===== src/logic/shared_ram_macros.svh =====
// ****************************
// size constants of the shared
// data memory and its clients
// ****************************

`ifndef SHARED_RAM_MACROS_SVH
`define SHARED_RAM_MACROS_SVH

// peer clients on the arbiter
`define SR_NUM_CLIENTS 2

// depth in words
`define SR_ELS 256

// word width must be a multiple of 8 for byte masking
`define SR_WIDTH 32

`define SR_ADDR_W 8 // log2 of SR_ELS

// one write-enable bit per byte lane
`define SR_MASK_W (`SR_WIDTH / 8)

`endif


===== src/logic/shared_ram_pkg.sv =====
// ****************************
// request and response types
// of the shared data memory
// ****************************

`default_nettype none

`include "shared_ram_macros.svh"

package shared_ram_pkg;

  // one RAM access as a client hands it over
  typedef struct packed
  {
    logic                  write; // 1 write, 0 read
    logic [`SR_ADDR_W-1:0] addr;
    logic [`SR_WIDTH-1:0]  data;  // write data that reads ignore
    logic [`SR_MASK_W-1:0] mask;  // byte lanes changed by a write
  } mem_req_t;

  typedef struct packed
  {
    logic [`SR_WIDTH-1:0] data; // read word one cycle after the access
  } mem_resp_t;

endpackage

`default_nettype wire


===== src/logic/client_port.sv =====
// ****************************
// one client of the shared RAM
// holds a request until granted
// ****************************

`timescale 1ns/1ps
`default_nettype none

module client_port
  (
    input  logic                      clk_i,
    input  logic                      reset_i,
    input  logic                      req_v_i,
    input  shared_ram_pkg::mem_req_t  req_i,
    input  logic                      grant_i,
    input  shared_ram_pkg::mem_resp_t ram_resp_i,
    output logic                      pending_o,
    output shared_ram_pkg::mem_req_t  held_req_o,
    output logic                      busy_o,
    output logic                      done_o,
    output shared_ram_pkg::mem_resp_t resp_o
  );

  logic                     pending_r;
  logic                     done_r;    // granted in the cycle before
  shared_ram_pkg::mem_req_t held_r;

  always_ff @(posedge clk_i)
  begin
    if (reset_i)
    begin
      pending_r <= 1'b0;
      done_r    <= 1'b0;
    end
    else
    begin
      if (req_v_i)
        pending_r <= 1'b1;
      else if (grant_i)
        pending_r <= 1'b0;
      done_r <= grant_i & pending_r; // RAM accesses on this same edge
    end
  end

  always_ff @(posedge clk_i)
  begin
    if (req_v_i)
      held_r <= req_i;
  end

  assign pending_o  = pending_r;
  assign held_req_o = held_r;
  assign busy_o     = pending_r | done_r;
  assign done_o     = done_r;
  assign resp_o     = ram_resp_i; // read data lands with done

  a_no_strobe_busy : assert property (
    @(posedge clk_i) disable iff (reset_i)
    req_v_i |-> !busy_o
  ) else $error("client_port: request strobe while busy");

endmodule

`default_nettype wire


===== config.mk =====
export PLATFORM = sky130hd
export DESIGN_NAME = client_port
export DESIGN_NICKNAME = d
export VERILOG_FILES = /design/src/logic/shared_ram_pkg.sv /design/src/logic/client_port.sv
export VERILOG_INCLUDE_DIRS = /design/src /design/src/logic
export SDC_FILE = /design/constraint.sdc
export NUM_CORES = 1
export LEC_CHECK = 0
export ABC_AREA = 0
export BUFFER_PORTS_ARGS = -buffer_cell sky130_fd_sc_hd__buf_2
export CAP_MARGIN = 20
export CORE_MARGIN = 2
export CORE_UTILIZATION = 27
export CTS_CLUSTER_SIZE = 8
export DETAILED_ROUTE_END_ITERATION = 7
export HOLD_SLACK_MARGIN = 0.1
export PLACE_DENSITY_LB_ADDON = 0.1
export SLEW_MARGIN = 25
export SYNTH_ARGS = -nofsm -noshare
export SYNTH_HDL_FRONTEND = slang
export SYNTH_SLANG_ARGS = --single-unit

===== constraint.sdc =====
create_clock -name clk_i -period 1.18 [get_ports clk_i]
set_clock_uncertainty 0.15 [all_clocks]
set_input_delay 0.354 -clock clk_i [delete_from_list [all_inputs] [get_ports clk_i]]
set_output_delay 0.354 -clock clk_i [all_outputs]
set_load 0.05 [all_outputs]

Word-level counts from Yosys, hierarchy flattened
Cells that the tools add are included.

Register bits after elaboration: 47. Bits in latches: 0. RAM bits: 0. ROM bits: 0. Output and inout bits: 80. Memories kept: 0.

$add $sub $neg: 0. $mul: 0. Div/mod/pow operators: 0. $lt $le $gt $ge: 0. Eq/ne operators: 0. Shift-type cells: 0. Multiplexer cells: 2. Bitwise logic cells: 2. Reduce and logical (&&, ||, !) cells: 1.

Operators with widths (number): 2-to-1 mux 1 bit (2); nonzero test 2 bit (1); bitwise AND 1 bit (1); OR 1 bit (1).

Longest topological paths before layout
Gate-level depths: netlist of the first run.

Depth in word-level cells: 2. Mapped depth: 2. Gate-level depth less buffers: 2.

Least setup slack after synthesis of the first run
No wires, ideal clock.

Kind: register to output. From: reg pending_r (netlist: pending_o). To: out busy_o. Arrival time: 1.104 ns. Data required time: 0.676 ns. Path slack: -0.428 ns. Cell stages (with the launch flop): 2. Path buffers: 0. Cell sequence: dfxtp_1 -> or2_1.

Cells in the longest elaborated chain, start to end: 1.

RTL lines: start: declaration (line client_port.sv:24) `logic pending_r;`; start signal: assignment (line client_port.sv:32) `pending_r <= 1'b0;`; start signal: assignment (line client_port.sv:38) `pending_r <= 1'b1;`; start signal: assignment (line client_port.sv:40) `pending_r <= 1'b0;`; OR 1 bit (line client_port.sv:53) `assign busy_o = pending_r | done_r;`; end: declaration (line client_port.sv:19) `output logic busy_o,`.

No other way between the ends.

Worst setup path in the final report of the first run
From: reg done_r (netlist: done_o). To: out busy_o.

Cells in the longest elaborated chain, start to end: 1.

RTL lines: start: declaration (line client_port.sv:25) `logic done_r;`; start signal: assignment (line client_port.sv:41) `done_r <= grant_i & pending_r;`; OR 1 bit (line client_port.sv:53).

No other way between the ends.

==> key figures, run 1 <==
Outcome
  – Status: finished, violations left
  – Failing checks: negative setup slack

Clock network
  – Max H-tree Level: 2
  – Max Root-Sink Buffers: 2
  – Clock net sink count: 47
  – Clock Latency Late Sink: 290 ps
  – Total CTS buffers: 5
  – CTS tree: built
  – CTS clk-pin slew, worst paths: about 90 ps
  – CTS Root Cell: clkbuf_8

Route
  – Max Used Layer: met4
  – DRT iter0 DRCs: 13
  – DR WL/cell: between 10 and 15 um
  – Final WL: 3.74 mm
  – Routed length on met3: roughly 340 um
  – Wl on met1: between 1 and 1.5 mm
  – Detail Route Antenna Nets: 0
  – Drt first pass iters: 2
  – Vias per cell: 3.87
  – WL met2: between 2 and 2.5 mm
  – Vias: about 1.1k
  – DRC violations left: 0

Placement
  – Area of placed instances: 2060 um^2
  – Number of port buffers: 96
  – Placer Congestion: ~0.66

Synth
  – Post-Syn Nets: around 170
  – Sequential fraction of the synthesis area: 83.6%
  – Yosys warnings: 0
  – Seq cells post-synth: 47
  – Post-synthesis instance area: roughly 1700 um^2
  – Synth Instances: 85
  – Yosys cell types: 9
  – Post-synthesis average cell area: 19.6 um^2

Timing
  – Fin crit share: 130%
  – Worst slew margin relative to its limit: 89.3%
  – Maximum clock frequency: 650 MHz
  – Final TNS setup: -8770 ps
  – Final setup violation count: 48
  – Fin. max-slew vios: 0
  – Worst-margin pin slew: 161 ps
  – Final hold viol count: 0
  – Period minus WS final: approximately 1500 ps
  – RSZ-0062 raised after global routing: yes
  – Final WS setup: -357 ps

GRT
  – Vias in the first global route: 1231
  – Initial antenna violation count: 0
  – Gr ovfl total: 0
  – Tot GR Track Use: 11.1%
  – Largest net degree at the start of global routing: 31
  – First-pass GRT wire length: around 5.4 mm

Layout
  – Most frequent cells in the layout: 48 x buf_2, 47 x buf_6, 46 x dlygate4sd3_1
  – # nets final: 288
  – Share of cells above drive strength 1: a little over half
  – Antenna Diode Count: 0
  – Final core occ: 49.3%
  – Final instance area: about 3000 um^2
  – Layout area overhead: 76.3%
  – Commonest non-fill, non-tap cell in the layout: buf_2

Worst hold path
  – Hold/Removal Path Class: in -> reg

Power
  – Cell internal pwr: between 2 and 3 mW
  – P_leak: 1.23 nW
  – Seq pwr share: approximately half
  – Combinational Power Share: approximately 25%
  – Switch Pwr: 1.18 mW
  – Switching fraction of total power: 29.5%
  – Max VDD drop: 0.000557 V
  – Pwr/cell area: 1360 nW/um^2
  – Clock share of power: 24.0%

Floorplan
  – Core area: 5960 um^2
  – DIE AREA: 6810 um^2
  – Die height: 82.5 um
  – Die width: around 83 um
  – Std-Cell Rows: 28
  – Ports: about 160
  – Starting Density: 27.9%

Setup path
  – Worst endpoint required time: 680 ps
  – Worst Setup Start Kind: flop
  – Worst Path Arrival: 1030 ps
  – Crit Path Category: reg -> out
  – Crit Path Max Fanout: 2
  – Worst setup EP type: output port

Job
  – Max_cap viols: 0
[worst paths after layout]
| check | start | end | slack [ps] | cells after the start |
|---|---|---|---|---|
| setup / recovery | done_o | busy_o | -360 | 2 |
| hold / removal | grant_i | done_o | 120 | 3 |
| setup reg to reg | pending_o | pending_o | 220 | 4 |
| hold reg to reg | pending_o | done_o | 530 | 4 |
[state kept, by name (all words and copies together), names as in the netlist]
name        count
held_req_o     45
pending_o       1
done_o          1
[power groups by stage]
stage / clock network [mW] / logic (mW) / registers, mW
floorplan: 0 / 0.311 / 2.50
global placement: 0 / 0.727 / 2.03
detailed placement: 0 / 0.730 / 2.03
CTS: 1.01 / 1.01 / 2.03
global route: 1.08 / 1.05 / 2.04
finish: 0.960 / 1.00 / 2.03
[timing repair]
action	4_1_cts	5_1_grt
setup buffers	2	0
endpoints found under the setup margin	48	48
pin swaps	0	0
resized for setup	99	0
hold buffers	46	0
endpoints found under the hold margin	47	0
gates cloned	0	0
[worst max-delay path, stage by stage (launching register included)]
cell,delay [ps]
dfxtp_4,350
or2_4,240
buf_6,150
[layout make-up]
cell class	count	area [um^2]
clock buffer	5	68.8
inverter	1	3.75
multi-input combinational	5	31.3
sequential	47	1400
fill	526	3020
tap	75	93.8
clock inverter	3	22.5
timing repair buffer	147	1320
[kinds of logic (layout without fill, tap and decap cells)]
| group | after synthesis | count (layout) | synth area share, % |
|---|---|---|---|
| AOI/OAI and AO/OA | 1 | 1 | 0.526 |
| buffers and inverters | 33 | 156 | 14.7 |
| DFF | 47 | 47 | 83.6 |
| and+or+nand+nor | 4 | 4 | 1.20 |
[synth_stat cells (all sizes together)]
cell type  count  area, um^2
or2            1        6.26
buf           32         240
inv            1        3.75
dfxtp          2        40.0
nand2b         1        6.26
nor2           1        3.75
nand2          1        3.75
a21oi          1        8.76
edfxtp        45        1350
[through the flow]
| stage | total power [mW] | hold WS [ps] | setup slack (ps) | std cells |
|---|---|---|---|---|
| 6_report | 3.99 | 121 | -357 | 283 |
| 5_1_grt | 4.17 | 112 | -398 | 283 |
| 4_1_cts | 4.05 | 106 | -375 | 283 |
| 3_5_place_dp | 2.76 | 374 | -76.7 | 227 |
| 3_3_place_gp | 2.76 | 372 | -72.4 | 227 |
| 2_1_floorplan | 2.81 | 257 | -40.7 | 85 |
[layer usage]
layer / GRT usage [%] / up-vias
li1: - / 514
met1: 9.14 / 491
met2: 21.5 / 70
met3: 3.59 / 20
met4: 7.87 / 0
met5: 0 / -
(Power assumes the default switching activity.)
==> run 2: changes to the inputs <==
--- a/config.mk
+++ b/config.mk
@@ -15,6 +15,7 @@
 export DETAILED_ROUTE_END_ITERATION = 7
 export HOLD_SLACK_MARGIN = 0.1
 export PLACE_DENSITY_LB_ADDON = 0.1
+export SETUP_SLACK_MARGIN = 0.5
 export SLEW_MARGIN = 25
 export SYNTH_ARGS = -nofsm -noshare
 export SYNTH_HDL_FRONTEND = slang
==> run 2 against run 1 <==
The run still ends with negative setup slack left. Core utilization decreased by 2.9 points. Combinational power about the same. Critical path depth did not move. Die area unchanged. Non-clock buffer count fell by 35. Cell area fell by 5.8%. Clock power fell by 8.4%. Fmax increased by 0.93%. Sequential power about the same.
==> key figures, run 2 (synthesis gave the netlist of run 1 again) <==
Clock network
  – Total CTS buffers: 5 (unchanged)
  – Clock Latency Late Sink: 290 ps (about the same)
  – CTS clk-pin slew, worst paths: 80 ps (about the same)
  – Max H-tree Level: 2 (unchanged)
  – Max Root-Sink Buffers: 2 (unchanged)
  – CTS tree: built
  – CTS Root Cell: clkbuf_8
  – Clock net sink count: 47 (unchanged)

Power
  – P_leak: 1.17 nW (-4.7%)
  – Tot Pwr: 3.91 mW (-2.0%)
  – Max VDD drop: 0.000579 V (+4.1%)
  – Cell internal pwr: 2.79 mW (-1.1%)
  – Pwr/cell area: 1420 nW/um^2 (+4.1%)
  – Combinational Power Share: 25.8% (+0.6 points)
  – Seq pwr share: 51.7% (+0.9 points)
  – Clock share of power: 22.5% (-1.5 points)
  – Switch Pwr: 1.13 mW (-4.1%)
  – Switching fraction of total power: 28.8% (-0.65 points)

Setup path
  – Crit Path Max Fanout: 2 (unchanged)
  – Worst reg2reg path depth: 5 (+1)
  – Worst Setup Start Kind: flop
  – Worst setup EP type: output port
  – Crit Path Category: reg -> out
  – Worst Path Arrival: 1020 ps (about the same)
  – Worst endpoint required time: 680 ps (about the same)

Timing
  – Final hold viol count: 0 (unchanged)
  – Worst slew margin relative to its limit: 83.3% (-6.0 points)
  – Final hold slack: 76.5 ps (-44.5 ps)
  – Final setup violation count: 48 (unchanged)
  – Period minus WS final: 1520 ps (-14.2 ps)
  – Final WS setup: -343 ps (+14.2 ps)
  – Maximum clock frequency: 656 MHz (+0.93%)
  – Worst-margin pin slew: 252 ps (+91.6 ps)
  – RSZ-0062 raised after global routing: yes
  – Fin crit share: 129% (-1.2 points)
  – Fin. max-slew vios: 0 (unchanged)

Floorplan
  – DIE AREA: 6810 um^2 (unchanged)
  – Starting Density: 27.9% (unchanged)
  – Std-Cell Rows: 28 (unchanged)
  – Die width: 82.5 um (unchanged)
  – Core area: 5960 um^2 (unchanged)
  – Ports: 161 (unchanged)
  – Die height: 82.5 um (unchanged)

GRT
  – Vias in the first global route: 1017 (-17%)
  – Tot GR Track Use: 10.2% (-0.86 points)
  – Initial antenna violation count: 0 (unchanged)
  – Largest net degree at the start of global routing: 14 (-55%)
  – First-pass GRT wire length: 4.92 mm (-8.5%)
  – Gr ovfl total: 0 (unchanged)

Worst hold path
  – Hold/Removal Path Class: in -> reg
  – Hold Crit Depth: 2 (-1)

Layout
  – Layout area overhead: 66.0%
  – # nets final: 253 (-12%)
  – Share of cells above drive strength 1: 72.1% (+18 points)
  – Commonest non-fill, non-tap cell in the layout: buf_6
  – FILL cells: 542 (+3.0%)
  – Max FFs per register: 45 (unchanged)
  – Antenna Diode Count: 0 (unchanged)
  – Most frequent cells in the layout: 49 x buf_6, 48 x buf_2, 45 x edfxtp_1

Route
  – DRT iter0 DRCs: 13 (unchanged)
  – Max Used Layer: met4
  – Vias per cell: 3.89 (+0.45%)
  – Detail Route Antenna Nets: 0 (unchanged)
  – Drt first pass iters: 4 (+2)
  – Wl on met1: 1.30 mm (+6.0%)
  – DR WL/cell: 14.2 um (+7.4%)
  – WL met2: 1.71 mm (-16%)
  – Final WL: 3.51 mm (-6.3%)
  – Vias: 960 (-12%)
  – Routed length on met3: 468 um (+39%)
  – DRC violations left: 0 (unchanged)

Placement
  – Placer Congestion: 0.619 (-6.6%)
  – Number of port buffers: 96 (unchanged)
  – DP HPWL: 2.45 mm

Job
  – Max_cap viols: 0 (unchanged)

Outcome
  – Failing checks: negative setup slack
  – Status: finished, violations left
-- run 2: final timing paths --
kind	startpoint	end	slack (ps)
min	reset_i	pending_o	80
max	done_o	busy_o	-340
min reg2reg	pending_o	done_o	610
max reg2reg	pending_o	pending_o	160
-- run 2: final cells by class --
type / count / area [um^2] / share of cell area (%)
repair buffers: 112 / 1150 / 41.5
clock inverters: 2 / 8.76 / 0.317
inverters: 1 / 3.75 / 0.136
multi-input cells: 5 / 41.3 / 1.49
flip-flops and latches: 47 / 1400 / 50.6
clock buffers: 5 / 68.8 / 2.49
well taps: 75 / 93.8 / 3.40
-- run 2: timing repair --
item | in CTS | in global routing
setup endpoints to repair | 127 | 127
hold endpoints to repair | 47 | 47
resized for setup | 111 | 1
buffers inserted | 5 | 2
pin swaps | 1 | 0
cloned | 6 | 0
-- run 2: worst max-delay path, stage by stage, from the launching register on --
cell     delay (ps)
dfxtp_4         340
or2_4           240
buf_6           150
-- run 2: per-layer routing --
layer / vias to the layer above / track usage (%)
li1: 445 / -
met1: 434 / 11.0
met2: 73 / 16.5
met3: 8 / 5.54
met4: 0 / 4.92
met5: - / 0
-- run 2: stage by stage --
step	area [um^2]	setup TNS, ps	setup WS, ps	util (%)	std cells
after floorplan	2070	-40.7	-40.7	-	85
after global placement	2060	-72.9	-72.9	34.5	227
after detailed placement	2060	-80.3	-76.1	34.5	227
after CTS	2730	-8840	-359	45.9	245
after global routing	2760	-10230	-379	46.4	247
final	2760	-8030	-343	46.4	247
-- run 2: power by group through the flow --
| stage | sequential [mW] | combinational (mW) | clock, mW |
|---|---|---|---|
| floorplan | 2.50 | 0.459 | 0 |
| global placement | 2.03 | 0.725 | 0 |
| detailed placement | 2.03 | 0.729 | 0 |
| global route | 2.04 | 1.05 | 1.00 |
| finish | 2.03 | 1.01 | 0.879 |
| CTS | 2.03 | 1.01 | 0.929 |
==> run 3: changes to the inputs <==
--- a/config.mk
+++ b/config.mk
@@ -14,7 +14,6 @@
 export CTS_CLUSTER_SIZE = 8
 export DETAILED_ROUTE_END_ITERATION = 7
 export HOLD_SLACK_MARGIN = 0.1
-export PLACE_DENSITY_LB_ADDON = 0.1
 export SETUP_SLACK_MARGIN = 0.5
 export SLEW_MARGIN = 25
 export SYNTH_ARGS = -nofsm -noshare
==> run 3 against run 2 <==
Clock-buffer cell count is 1 higher. Sequential power hardly changed. The run still ends with negative setup slack left. Power is 0.53% higher.
==> key figures, run 3 (synthesis gave the netlist of run 1 again) <==
Timing
  – Fin. max-slew vios: 0 (unchanged)
  – Final hold slack: 63.3 ps (-13.1 ps)
  – RSZ-0062 raised after global routing: yes
  – Fin crit share: 130% (+0.60 points)
  – Final setup violation count: 48 (unchanged)
  – Final WS setup: -350 ps (-7.13 ps)
  – Worst-margin pin slew: 248 ps (-4.56 ps)
  – Final hold viol count: 0 (unchanged)
  – Worst slew margin relative to its limit: 83.6% (+0.30 points)
  – Period minus WS final: 1530 ps (+7.13 ps)
  – Maximum clock frequency: 653 MHz (-0.47%)

Layout
  – # nets final: 254 (+0.40%)
  – Commonest non-fill, non-tap cell in the layout: buf_6
  – Share of cells above drive strength 1: 71.3% (-0.83 points)
  – Antenna Diode Count: 0 (unchanged)
  – Final instance area: 2750 um^2 (-0.32%)
  – Final core occ: 46.2% (-0.15 points)
  – Max FFs per register: 45 (unchanged)
  – FILL cells: 554 (+2.2%)
  – Layout area overhead: 65.5%
  – Most frequent cells in the layout: 52 x buf_6, 48 x buf_2, 45 x edfxtp_1

Worst hold path
  – Hold Crit Depth: 2 (unchanged)
  – Hold Startpoint: reset_i
  – Hold EP: pending_o
  – Hold/Removal Path Class: in -> reg

Route
  – Vias: 1015 (+5.7%)
  – Final WL: 3.70 mm (+5.5%)
  – Detail Route Antenna Nets: 0 (unchanged)
  – Drt first pass iters: 2 (-2)
  – DRT iter0 DRCs: 33 (+20)
  – DR WL/cell: 14.9 um (+4.7%)
  – DRC violations left: 0 (unchanged)
  – Vias per cell: 4.08 (+4.9%)

Placement
  – Placer Congestion: 0.602 (-2.7%)
  – Post-Place Setup Slack: -73.1 ps (+3.06 ps)
  – Area of placed instances: 2060 um^2 (unchanged)
  – Number of port buffers: 96 (unchanged)
  – DP HPWL: 2.52 mm (+2.8%)

Floorplan
  – DIE AREA: 6810 um^2 (unchanged)
  – Die width: 82.5 um (unchanged)
  – Std-Cell Rows: 28 (unchanged)
  – Ports: 161 (unchanged)
  – Die height: 82.5 um (unchanged)
  – Core area: 5960 um^2 (unchanged)
  – Starting Density: 27.9% (unchanged)

Clock network
  – Max H-tree Level: 2 (unchanged)
  – Max Root-Sink Buffers: 2 (unchanged)
  – Total CTS buffers: 5 (unchanged)
  – CTS tree: built
  – CTS Root Cell: clkbuf_8
  – CTS clk-pin slew, worst paths: 80 ps (about the same)
  – Clock Latency Late Sink: 290 ps (about the same)
  – Clock net sink count: 47 (unchanged)

GRT
  – Largest net degree at the start of global routing: 14 (unchanged)
  – Gr ovfl total: 0 (unchanged)
  – Tot GR Track Use: 10.8% (+0.56 points)
  – Initial antenna violation count: 1 (+1)
  – Vias in the first global route: 1012 (-0.49%)
  – First-pass GRT wire length: 5.12 mm (+4.1%)

Setup path
  – Worst reg2reg path depth: 5 (unchanged)
  – Worst endpoint required time: 680 ps (about the same)
  – Crit Path Max Fanout: 2 (unchanged)
  – Worst Path Arrival: 1030 ps (about the same)
  – Worst Setup Start Kind: flop
  – Crit Path Category: reg -> out
  – Worst setup EP type: output port
  – Reg2reg end: pending_o
  – R2R Path Start: pending_o
  – Flop-to-flop setup slack: 160 ps (about the same)

Power
  – Pwr/cell area: 1430 nW/um^2 (+0.85%)
  – Tot Pwr: 3.94 mW (+0.53%)
  – P_leak: 1.17 nW (-0.33%)
  – Max VDD drop: 0.000725 V (+25%)

Job
  – Max_cap viols: 0 (unchanged)

Outcome
  – Failing checks: negative setup slack
  – Status: finished, violations left
run 3: changes by cell type in the layout (fill, tap and decap cells not counted), sizes merged:
cell    previous run  this run
clkbuf             5         6
buf              112       113
run 3: critical path, cell delays in order (launching register included):
cell and delay (ps):
dfxtp_4 350, or2_4 240, buf_6 150
run 3: power breakdown:
group          internal (mW)  switching [mW]
sequential              1.97          0.0585
combinational          0.417           0.591
clock                  0.405           0.495
total                   2.79            1.14
run 3: per-stage QoR:
stage	setup TNS, ps	std cells
2_1_floorplan	-40.7	85
3_3_place_gp	-71.6	227
3_5_place_dp	-73.1	227
4_1_cts	-9030	246
5_1_grt	-10250	249
6_report	-8240	249
run 3: what timing repair did:
item                                    in CTS  in global routing
setup buffers                                5                  3
hold endpoints to repair                    47                 47
cloned                                       6                  0
gates resized for setup                    113                  4
endpoints found under the setup margin     127                127
run 3: area by class of cell:
type | instances | area (um^2) | area share, %
Clock inverter | 2 | 7.51 | 0.273
Tap cell | 75 | 93.8 | 3.41
Multi-Input combinational cell | 5 | 41.3 | 1.50
Sequential cell | 47 | 1400 | 50.8
Inverter | 1 | 3.75 | 0.136
Timing Repair Buffer | 113 | 1140 | 41.3
Clock buffer | 6 | 72.6 | 2.64
run 3: worst max path at each step:
stage / startpoint / endpoint / slack (ps) / depth (start not counted)
floorplan: done_o / busy_o / -40 / 1
global placement: done_o / busy_o / -70 / 2
detailed placement: done_o / busy_o / -70 / 2
CTS: done_o / busy_o / -360 / 2
global route: done_o / busy_o / -390 / 2
finish: done_o / busy_o / -350 / 2
run 3: routing by layer:
metal | track usage, % | wire length [um] | up-vias
li1 | - | - | 451
met1 | 11.3 | 1240 | 466
met2 | 17.7 | 1880 | 84
met3 | 5.87 | 501 | 12
met4 | 4.92 | 65 | 2
met5 | 0 | 16 | -
